$ cat config.mk
export PLATFORM = sky130hd
export DESIGN_NAME = lsu_align
export DESIGN_NICKNAME = d
export VERILOG_FILES = /design/src/dcache_pkg.sv /design/src/lsu_align.sv
export SDC_FILE = /design/constraint.sdc
export NUM_CORES = 1
export LEC_CHECK = 0
export ABC_AREA = 0
export BUFFER_PORTS_ARGS = -buffer_cell sky130_fd_sc_hd__clkbuf_2
export CAP_MARGIN = 30
export CORE_ASPECT_RATIO = 1.4
export CORE_MARGIN = 10
export CORE_UTILIZATION = 52
export DETAILED_ROUTE_END_ITERATION = 8
export GPL_ROUTABILITY_DRIVEN = 0
export PLACE_DENSITY = 0.9
export SYNTH_ARGS = -nofsm -noshare
export SYNTH_HDL_FRONTEND = slang
export SYNTH_SLANG_ARGS = --single-unit
$ cat constraint.sdc
create_clock -name vclk -period 4.9
set_input_delay 0.735 -clock vclk [all_inputs]
set_output_delay 0.735 -clock vclk [all_outputs]
set_load 0.02 [all_outputs]
$ cat src/dcache_pkg.sv
package dcache_pkg;

    // cache geometry
    localparam int ADDR_W   = 32;
    localparam int DATA_W   = 32;
    localparam int BLOCK_W  = 128;            // 16 bytes per block
    localparam int OFFSET_W = 4;
    localparam int INDEX_W  = 8;              // address bits 11:4
    localparam int TAG_W    = 20;             // address bits 31:12

    // backing memory
    localparam int MEM_BLOCKS  = 1024;        // 16 KB, address bits 13:4
    localparam int MEM_INDEX_W = $clog2(MEM_BLOCKS);
    localparam int MEM_LATENCY = 4;
    localparam int LAT_CNT_W   = $clog2(MEM_LATENCY + 1);

    typedef enum logic [3:0] {
        OP_LB  = 4'd0,
        OP_LH  = 4'd1,
        OP_LW  = 4'd2,
        OP_LBU = 4'd3,
        OP_LHU = 4'd4,
        OP_SB  = 4'd5,
        OP_SH  = 4'd6,
        OP_SW  = 4'd7
    } mem_op_t;

    typedef enum logic [2:0] {
        ST_IDLE      = 3'd0,
        ST_LOOKUP    = 3'd1,
        ST_WRITEBACK = 3'd2,
        ST_REFILL    = 3'd3,
        ST_RESPOND   = 3'd4
    } ctrl_state_t;

endpackage

$ cat src/lsu_align.sv
`timescale 1ns/1ns

module lsu_align
    import dcache_pkg::*;
(
    input  mem_op_t             op_i,
    input  logic [OFFSET_W-1:0] offset_i,
    input  logic [BLOCK_W-1:0]  block_i,
    input  logic [DATA_W-1:0]   wdata_i,
    output logic [DATA_W-1:0]   load_data_o,
    output logic [BLOCK_W-1:0]  merged_block_o
);

    logic [OFFSET_W+2:0] shamt;
    logic [BLOCK_W-1:0]  shifted;
    logic [DATA_W-1:0]   wmask;
    logic [BLOCK_W-1:0]  block_mask;
    logic [BLOCK_W-1:0]  block_wdata;

    assign shamt   = {offset_i, 3'b000};    // byte offset to bit offset
    assign shifted = block_i >> shamt;

    always_comb begin
        case (op_i)
            OP_LB:   load_data_o = {{24{shifted[7]}}, shifted[7:0]};
            OP_LH:   load_data_o = {{16{shifted[15]}}, shifted[15:0]};
            OP_LW:   load_data_o = shifted[31:0];
            OP_LBU:  load_data_o = {24'b0, shifted[7:0]};
            OP_LHU:  load_data_o = {16'b0, shifted[15:0]};
            default: load_data_o = '0;       // stores return zero
        endcase
    end

    always_comb begin
        case (op_i)
            OP_SB:   wmask = 32'h0000_00ff;
            OP_SH:   wmask = 32'h0000_ffff;
            OP_SW:   wmask = 32'hffff_ffff;
            default: wmask = 32'h0000_0000;  // loads leave the block untouched
        endcase
    end

    assign block_mask  = {{(BLOCK_W-DATA_W){1'b0}}, wmask} << shamt;
    assign block_wdata = {{(BLOCK_W-DATA_W){1'b0}}, wdata_i} << shamt;

    assign merged_block_o = (block_i & ~block_mask) | (block_wdata & block_mask);

endmodule

==> flow_metrics.py <==
metrics = {
    "placed_design": {
        "placed_cell_area_um2": 7780,
        "dp.cells": 1181,
        "pre_cts_ws_ns": 0.7704,
        "port_buffers": 328,
        "hpwl_mm": 27.91,
    },
    "layout": {
        "finalNonFillerCells": 1183,
        "seq_cell_count": 0,
        "area_delta_synth_final_pct": 24.09,
        "regArea_um2": 0,
        "final_nets": 1204,
        "nClkBuffers": 0,
        "final_area_um2": 7785,
        "layout_common_cells": "clkbuf_2 (326), mux2_2 (136), mux2i_1 (97), nand2_1 (81), nor2_1 (49)",
        "final_common_cell": "clkbuf_2",
        "layout-drive-gt1-share_pct": 52.22,
    },
    "worst_hold_path": {
        "min_path_type": "in2out",
    },
    "yosys": {
        "synth_top_family_by_area": "multiplexers",
        "synth-adder-area-share_pct": 0.1795,
        "synth.area.top_cells": "mux2_2 (24%), mux2i_1 (15%), mux4_2 (14%)",
        "synthXorXnorAreaFrac_pct": 0.1396,
        "yosys.area_share.simple_pct": 15.52,
        "ys_seq_area_share_pct": 0,
        "syn_avg_cell_area_um2": 8.222,
        "syn-num-nets": 931,
        "syn_area_um2": 6274,
        "yosysTopAreaCellShare_pct": 24.41,
        "synthMuxAreaShare_pct": 53.89,
        "synth_top_area_cell": "mux2_2",
        "yosys_warnings": 0,
        "syn_inst": 763,
        "synth_cell_types": 54,
        "synth_compound_area_share_pct": 22.46,
    },
    "run_status": {
        "outcome": "finished, final reports clean",
    },
    "grt": {
        "grt_usage_pct": 37.03,
        "overflow": 0,
        "grt_pass1_wl_mm": 50.56,
        "antenna_found_initial": 2,
        "grt_max_degree": 74,
        "grt_pass1_vias": 8504,
    },
    "timing": {
        "finalSetupViolCount": 0,
        "slew_headroom_pct": 37.06,
        "worst_slack_ns": 0.6987,
        "min_period_ns": 4.201,
        "tns_ns": 0,
        "fmax_mhz": 238.0,
        "hold_ws_ns": 1.842,
        "slew_viol_final": 0,
        "worst_pin_slew_ns": 0.9442,
        "grt_setup_unrepaired": "no",
        "hold_viol": 0,
        "min_period_over_period_pct": 85.74,
    },
    "floorplan": {
        "start_util_pct": 53.08,
        "pin_count": 328,
        "die_h_um": 150.0,
        "die_w_um": 112.8,
        "rows": 47,
        "dieArea_um2": 16920,
        "core_area_um2": 11820,
    },
    "power": {
        "p_leak_nw": 3.630,
        "ir_drop_mv": 0.07583,
        "cellPowerDensity_nw_per_um2": 115.6,
    },
    "critical_path": {
        "crit_fanout": 17,
        "crit_required_ns": 4.16,
        "worstPathArrival_ns": 3.47,
        "path_buf_inv": 3,
        "crit_chain": "clkbuf_2 > nor2b_1 > o21ai_0 > a211oi_2 > buf_4 > nor2_1 > a21oi_1 > clkbuf_2",
        "crit_top_cell": "clkbuf_2",
        "critPathTopFamily": "compound AO/OA/AOI/OAI gates",
        "slowest_delay_ns": 0.68,
        "slowest_stage": "a211oi_2",
        "worst_setup_path_start_kind": "primary input",
        "worstSetupEndpointType": "primary output",
        "worstSetupPathType": "in2out",
    },
    "clocking": {
        "cts_resized": 0,
        "holdBufCountCts": 0,
        "cts_setup_buffers": 0,
    },
    "route": {
        "wl_per_cell_um": 28.67,
        "post_drt_via_cell_ratio": 7.300,
        "drt_iter0_markers": 1429,
        "wirelength_mm": 33.92,
        "ant_nets": 0,
        "drc": 0,
        "dr.pass1.iters": 6,
        "vias": 8636,
    },
    "flow_run": {
        "drv_cap": 0,
    },
}
-- synth_stat cells, drive strengths merged, types with 2 or more instances --
cell / instances
nand4: 3
nor2b: 11
o221ai: 16
a31oi: 12
mux2: 136
or2: 2
a2bb2oi: 3
mux4: 39
a22oi: 18
inv: 3
a311oi: 11
o22ai: 37
o211ai: 8
a211oi: 6
nand3: 9
or3: 2
nor3: 5
nand2: 81
mux2i: 97
nand2b: 19
a22o: 9
o21ai: 24
buf: 57
and2: 3
a21oi: 41
and3: 10
nor2: 56
clkbuf: 18
nand3b: 2
o311ai: 14
-- kinds of logic (layout without fill, tap and decap cells) --
logic type      count (synthesis)  in the layout
xor+xnor                        1              1
buf+inv                        79            350
mux                           272            272
compound gates                205            205
other cells                     0              2
simple gates                  205            205
fa+ha+maj                       1              1
-- layout make-up --
class	count	area (um2)
multi-input combinational	684	5783
fill	1027	4035
timing repair buffer	346	1798
tap	147	183.9
inverter	4	15.01
antenna	2	5.005
-- metal layers --
metal / vias to the layer above / wire [um] / part of all wire (%) / track usage (%)
met2: 950 / 14930 / 44 / 56.29
met4: 0 / 2297 / 6.8 / 20.10
met3: 228 / 5209 / 15 / 12.58
met5: - / 0 / 0 / 0
met1: 3887 / 11480 / 34 / 44.86
li1: 3571 / - / - / -
-- path summary, 6_finish.rpt --
path	start	to	slack [ns]	depth (start not counted)
worst max-delay path	offset_i[2]	merged_block_o[54]	0.70	8
worst min-delay path	block_i[4]	merged_block_o[4]	1.84	4
-- through the flow --
stage,power [W],utilization [%]
floorplan,0.0005623,-
global placement,0.0008554,65.82
detailed placement,0.0008669,65.82
CTS,0.0008693,65.82
global route,0.0009400,65.86
finish,0.0009001,65.86
-- report_power, final --
group	switching (W)	internal, W	total [W]
Combinational	0.000552	0.000348	0.000900
Clock	0	0.0000000000548	0.0000000000548
Sequential	0	0	0
Note: power is estimated with default switching activity, not from simulation.
