===== src/dcache_pkg.sv =====
package dcache_pkg;

    // cache geometry
    localparam int ADDR_W   = 32;
    localparam int DATA_W   = 32;
    localparam int BLOCK_W  = 128;            // 16 bytes per block
    localparam int OFFSET_W = 4;
    localparam int INDEX_W  = 8;              // address bits 11:4
    localparam int TAG_W    = 20;             // address bits 31:12

    // backing memory
    localparam int MEM_BLOCKS  = 1024;        // 16 KB, address bits 13:4
    localparam int MEM_INDEX_W = $clog2(MEM_BLOCKS);
    localparam int MEM_LATENCY = 4;
    localparam int LAT_CNT_W   = $clog2(MEM_LATENCY + 1);

    typedef enum logic [3:0] {
        OP_LB  = 4'd0,
        OP_LH  = 4'd1,
        OP_LW  = 4'd2,
        OP_LBU = 4'd3,
        OP_LHU = 4'd4,
        OP_SB  = 4'd5,
        OP_SH  = 4'd6,
        OP_SW  = 4'd7
    } mem_op_t;

    typedef enum logic [2:0] {
        ST_IDLE      = 3'd0,
        ST_LOOKUP    = 3'd1,
        ST_WRITEBACK = 3'd2,
        ST_REFILL    = 3'd3,
        ST_RESPOND   = 3'd4
    } ctrl_state_t;

endpackage


===== src/dcache_ctrl.sv =====
`timescale 1ns/1ns

module dcache_ctrl
    import dcache_pkg::*;
(
    input  logic                clk_i,
    input  logic                rst_i,
    // core side
    input  logic                req_valid_i,
    output logic                req_ready_o,
    input  mem_op_t             req_op_i,
    input  logic [ADDR_W-1:0]   req_addr_i,
    input  logic [DATA_W-1:0]   req_wdata_i,
    output logic                rsp_valid_o,
    input  logic                rsp_ready_i,
    output logic [DATA_W-1:0]   rsp_rdata_o,
    // memory side
    output logic                mem_req_valid_o,
    output logic                mem_req_we_o,
    output logic [ADDR_W-1:0]   mem_req_addr_o,
    output logic [BLOCK_W-1:0]  mem_req_wdata_o,
    input  logic                mem_req_ready_i,
    input  logic                mem_rsp_valid_i,
    input  logic [BLOCK_W-1:0]  mem_rsp_rdata_i,
    // array
    output logic [INDEX_W-1:0]  arr_index_o,
    output logic                arr_we_o,
    output logic [TAG_W-1:0]    arr_wtag_o,
    output logic [BLOCK_W-1:0]  arr_wdata_o,
    output logic                arr_wdirty_o,
    input  logic                arr_rvalid_i,
    input  logic [TAG_W-1:0]    arr_rtag_i,
    input  logic                arr_rdirty_i,
    input  logic [BLOCK_W-1:0]  arr_rdata_i,
    // alignment unit
    output mem_op_t             al_op_o,
    output logic [OFFSET_W-1:0] al_offset_o,
    output logic [BLOCK_W-1:0]  al_block_o,
    output logic [DATA_W-1:0]   al_wdata_o,
    input  logic [DATA_W-1:0]   al_load_data_i,
    input  logic [BLOCK_W-1:0]  al_merged_i
);

    ctrl_state_t         state_q, state_d;
    logic                rd_sent_q;             // refill read already accepted
    mem_op_t             op_q;
    logic [ADDR_W-1:0]   addr_q;
    logic [DATA_W-1:0]   wdata_q;
    logic [DATA_W-1:0]   rdata_q;
    logic                is_store;
    logic                hit;

    assign is_store = (op_q == OP_SB) || (op_q == OP_SH) || (op_q == OP_SW);
    assign hit      = arr_rvalid_i && (arr_rtag_i == addr_q[ADDR_W-1 -: TAG_W]);

    assign req_ready_o = (state_q == ST_IDLE);
    assign rsp_valid_o = (state_q == ST_RESPOND);
    assign rsp_rdata_o = rdata_q;

    // index the array straight from the request so lookup data is ready next cycle
    assign arr_index_o  = (state_q == ST_IDLE) ? req_addr_i[OFFSET_W +: INDEX_W]
                                               : addr_q[OFFSET_W +: INDEX_W];
    assign arr_wtag_o   = addr_q[ADDR_W-1 -: TAG_W];
    assign arr_wdata_o  = al_merged_i;
    assign arr_wdirty_o = is_store;

    assign al_op_o     = op_q;
    assign al_offset_o = addr_q[OFFSET_W-1:0];
    assign al_wdata_o  = wdata_q;
    assign al_block_o  = (state_q == ST_REFILL) ? mem_rsp_rdata_i : arr_rdata_i;

    assign mem_req_wdata_o = arr_rdata_i;      // victim block

    always_comb begin
        state_d         = state_q;
        mem_req_valid_o = 1'b0;
        mem_req_we_o    = 1'b0;
        mem_req_addr_o  = {addr_q[ADDR_W-1:OFFSET_W], {OFFSET_W{1'b0}}};
        arr_we_o        = 1'b0;
        case (state_q)
            ST_IDLE: begin
                if (req_valid_i) begin
                    state_d = ST_LOOKUP;
                end
            end
            ST_LOOKUP: begin
                if (hit) begin
                    arr_we_o = is_store;
                    state_d  = ST_RESPOND;
                end else if (arr_rvalid_i && arr_rdirty_i) begin
                    state_d = ST_WRITEBACK;
                end else begin
                    state_d = ST_REFILL;
                end
            end
            ST_WRITEBACK: begin
                mem_req_valid_o = 1'b1;
                mem_req_we_o    = 1'b1;
                mem_req_addr_o  = {arr_rtag_i, addr_q[OFFSET_W +: INDEX_W], {OFFSET_W{1'b0}}};
                if (mem_req_ready_i) begin
                    state_d = ST_REFILL;
                end
            end
            ST_REFILL: begin
                mem_req_valid_o = !rd_sent_q;
                if (mem_rsp_valid_i) begin
                    arr_we_o = 1'b1;            // stores land dirty, loads clean
                    state_d  = ST_RESPOND;
                end
            end
            ST_RESPOND: begin
                if (rsp_ready_i) begin
                    state_d = ST_IDLE;
                end
            end
            default: state_d = ST_IDLE;
        endcase
    end

    always_ff @(posedge clk_i) begin
        if (!rst_i) begin
            state_q   <= ST_IDLE;
            rd_sent_q <= 1'b0;
        end else begin
            state_q <= state_d;
            if (state_d != ST_REFILL) begin
                rd_sent_q <= 1'b0;
            end else if (state_q == ST_REFILL && mem_req_valid_o && mem_req_ready_i) begin
                rd_sent_q <= 1'b1;
            end
        end
    end

    always_ff @(posedge clk_i) begin
        if (req_valid_i && req_ready_o) begin
            op_q    <= req_op_i;
            addr_q  <= req_addr_i;
            wdata_q <= req_wdata_i;
        end
        if ((state_q == ST_LOOKUP && hit) || (state_q == ST_REFILL && mem_rsp_valid_i)) begin
            rdata_q <= is_store ? '0 : al_load_data_i;
        end
    end

endmodule


===== config.mk =====
export PLATFORM = sky130hd
export DESIGN_NAME = dcache_ctrl
export DESIGN_NICKNAME = d
export VERILOG_FILES = /design/src/dcache_pkg.sv /design/src/dcache_ctrl.sv
export SDC_FILE = /design/constraint.sdc
export NUM_CORES = 1
export LEC_CHECK = 0
export BUFFER_PORTS_ARGS = -buffer_cell sky130_fd_sc_hd__buf_2
export CAP_MARGIN = 20
export CELL_PAD_IN_SITES_DETAIL_PLACEMENT = 1
export CELL_PAD_IN_SITES_GLOBAL_PLACEMENT = 1
export CORE_AREA = 2 2 398 400
export DETAILED_ROUTE_END_ITERATION = 10
export DIE_AREA = 0 0 400 402
export HOLD_SLACK_MARGIN = 0.08
export PLACE_DENSITY = 0.4
export SLEW_MARGIN = 25
export SYNTH_ARGS = -nofsm -noshare
export SYNTH_HDL_FRONTEND = slang
export SYNTH_SLANG_ARGS = --single-unit

===== constraint.sdc =====
create_clock -name clk_i -period 3.01 [get_ports clk_i]
set_input_delay 0.1505 -clock clk_i [delete_from_list [all_inputs] [get_ports clk_i]]
set_output_delay 0.1505 -clock clk_i [all_outputs]
set_load 0.01 [all_outputs]

==> flow_metrics.tcl <==
set metrics [dict create \
    status "completed" \
    cellPowerDensity_nw_per_um2 369 \
    first_iter_violations 251 \
    maxSlewViolCount 0 \
    root_buffer "clkbuf_16" \
    clock_sinks 104 \
    peakVddDrop_mv 0.330 \
    cts-buffers-inserted 9 \
    dr.pass1.iters 4 \
    synthCells 647 \
    clk_pin_slew_worst_paths_ps 80 \
    avgSynthCellArea_um2 12.4 \
    final_common_cell "buf_2" \
    boundaryPins 1034 \
    fin_tns_setup_ps 0 \
    hpwl_mm 62.0 \
    place.port_buffers 773 \
    pre_cts_ws_ps 409 \
    met1_usage_pct 9.09 \
    synthDistinctLibCells 36 \
    grt_pass1_vias 8012 \
    final_cell_mix "buf_2 (773), mux2_4 (101), dlygate4sd3_1 (101), edfxtp_1 (100), mux2_2 (54)" \
    h-tree-depth 3 \
    yosysWarningCount 0 \
    antenna_found_initial 83 \
    nets 1780 \
    max_freq_ghz 0.369 \
    die_y_um 402 \
    grt_pass1_wl_mm 82.2 \
    max_slew_margin_pct 55.1 \
    final-hold-violation-count 0 \
    busiest_layer "met2" \
    initial_core_util_pct 5.13 \
    fp.dieW_um 400 \
    cp-startpoint "state_q[0]" \
    post-route-min-period_ps 2710 \
    synth_edf_count 100 \
    yosysSeqAreaShare_pct 38.3 \
    cp.arrival_ps 2560 \
    reg2reg_from "addr_q[12]" \
    fp-row-count 146 \
    cts_tree "done" \
    clk_path_buf_depth 2 \
    crit_path_end_kind "output port" \
    drive_gt1_share_pct 75.8 \
    required_ps 2860 \
    synth-seq-cells 104 \
    fillCellCount 18800 \
    start_kind "flop" \
    synthesis.area_um2 8050 \
    post_cts_buffers 0 \
    grt_max_degree 62 \
    synthArstFlopShare_pct 0 \
    skew_ps 15.2 \
    cap_violations 0 \
    multi_input_area_um2 2820 \
    hold_path_class "input port to flop" \
    drcViolationCount 0 \
    fin_ws_ps 297 \
    area.growth.synth_to_final_pct 72.5 \
    grt_overflow 0 \
    synth-main-ff-cell "edfxtp_1" \
    clock_latency_ps 390 \
    gp_congestion 0.780 \
    finalCritPeriodShare_pct 90.1 \
    crit_type "flop to output port" \
    max_slew.worst_pin.slew_ps 667 \
    vias 7710 \
    use_met2_pct 12.9 \
    track_usage_pct 7.97 \
    hold_start "al_load_data_i[30]" \
    leakagePower_nw 6.14 \
    fin_util_pct 8.84 \
    ant_nets 0 \
    grt_use_met3_pct 4.54 \
    core_um2 157000 \
    wl_per_cell_um 20.2 \
    path_max_fanout 61 \
    regArea_um2 3080 \
    die-area_um2 161000 \
    rsz0062_at_grt "no" \
    routed_wl_mm 67.9 \
    finalSetupViolCount 0 \
    routed_via_density 2.29 \
]
Yosys cell counts, drive strengths merged, types with 2 or more instances:
cell | number | area, um^2
nand4 | 3 | 18.8
nor3b | 2 | 15.0
xor2 | 6 | 52.6
dfxtp | 4 | 80.1
inv | 8 | 30.0
clkbuf | 3 | 11.3
xnor2 | 10 | 87.6
nand3 | 2 | 10.0
nor4 | 3 | 18.8
mux2 | 155 | 2120
edfxtp | 100 | 3000
a31oi | 2 | 12.5
nor2 | 5 | 21.3
and2 | 34 | 213
nand2 | 8 | 30.0
a21oi | 5 | 25.0
nand2b | 3 | 18.8
buf | 278 | 2130
o21ai | 3 | 15.0
flip-flops by register name (all words and copies together), names as in the netlist:
| register | flops |
|---|---|
| addr_q | 32 |
| al_op_o | 4 |
| al_wdata_o | 32 |
| rd_sent_q | 1 |
| rsp_rdata_o | 32 |
| state_q | 3 |
path summary, 6_finish.rpt:
kind	to	slack, ps	cells after the start
setup / recovery	al_block_o[23]	300	4
hold / removal	rsp_rdata_o[30]	100	2
setup reg to reg	rsp_rdata_o[4]	420	7
hold reg to reg	rd_sent_q	670	3
per-stage QoR:
step	instances	area, um^2	power [mW]	hold slack, ps
CTS	3345	13900	5.27	92.2
floorplan	650	8070	3.04	249
global placement	3228	12500	3.82	301
finish	3360	13900	5.13	98.5
global route	3350	13900	5.42	87.3
detailed placement	3228	12500	3.82	301
where the power goes:
part,switching [mW],internal [mW]
combinational,1.06,0.950
clock,0.629,0.663
sequential,0.0735,1.76
cell families after synthesis:
kind of cell	synth area share, %
buffers and inverters	27.0
multiplexers	26.5
flip-flops	38.3
AND/OR/NAND/NOR	4.96
AO/OA/AOI/OAI	1.49
XOR/XNOR	1.74
other	0.0466
cell type report:
cell class                 instances  area share, %
multi-input combinational        257           20.3
timing repair buffer             888           36.1
inverter                           8          0.216
sequential                       104           22.2
clock buffer                       9           1.62
clock inverter                     7          0.594
tap                             2072           18.7
antenna                           15          0.270
critical path: stages (launching register included):
cell and delay (ps):
dfxtp_1 700, nand2_4 390, buf_12 350, mux2_4 380, buf_2 200
metal layers:
layer  vias up  routed length (um)
met5         -                 123
li1       3238                   -
met1      3524               26900
met3       147                8950
met4        18                1750
met2       783               30200
repair_timing:
item | CTS | global route
endpoints found under the hold margin | 102 | 0
endpoints found under the setup margin | 0 | 0
resized for setup | 0 | 0
hold buffers | 101 | 0
(Power assumes the default switching activity.)
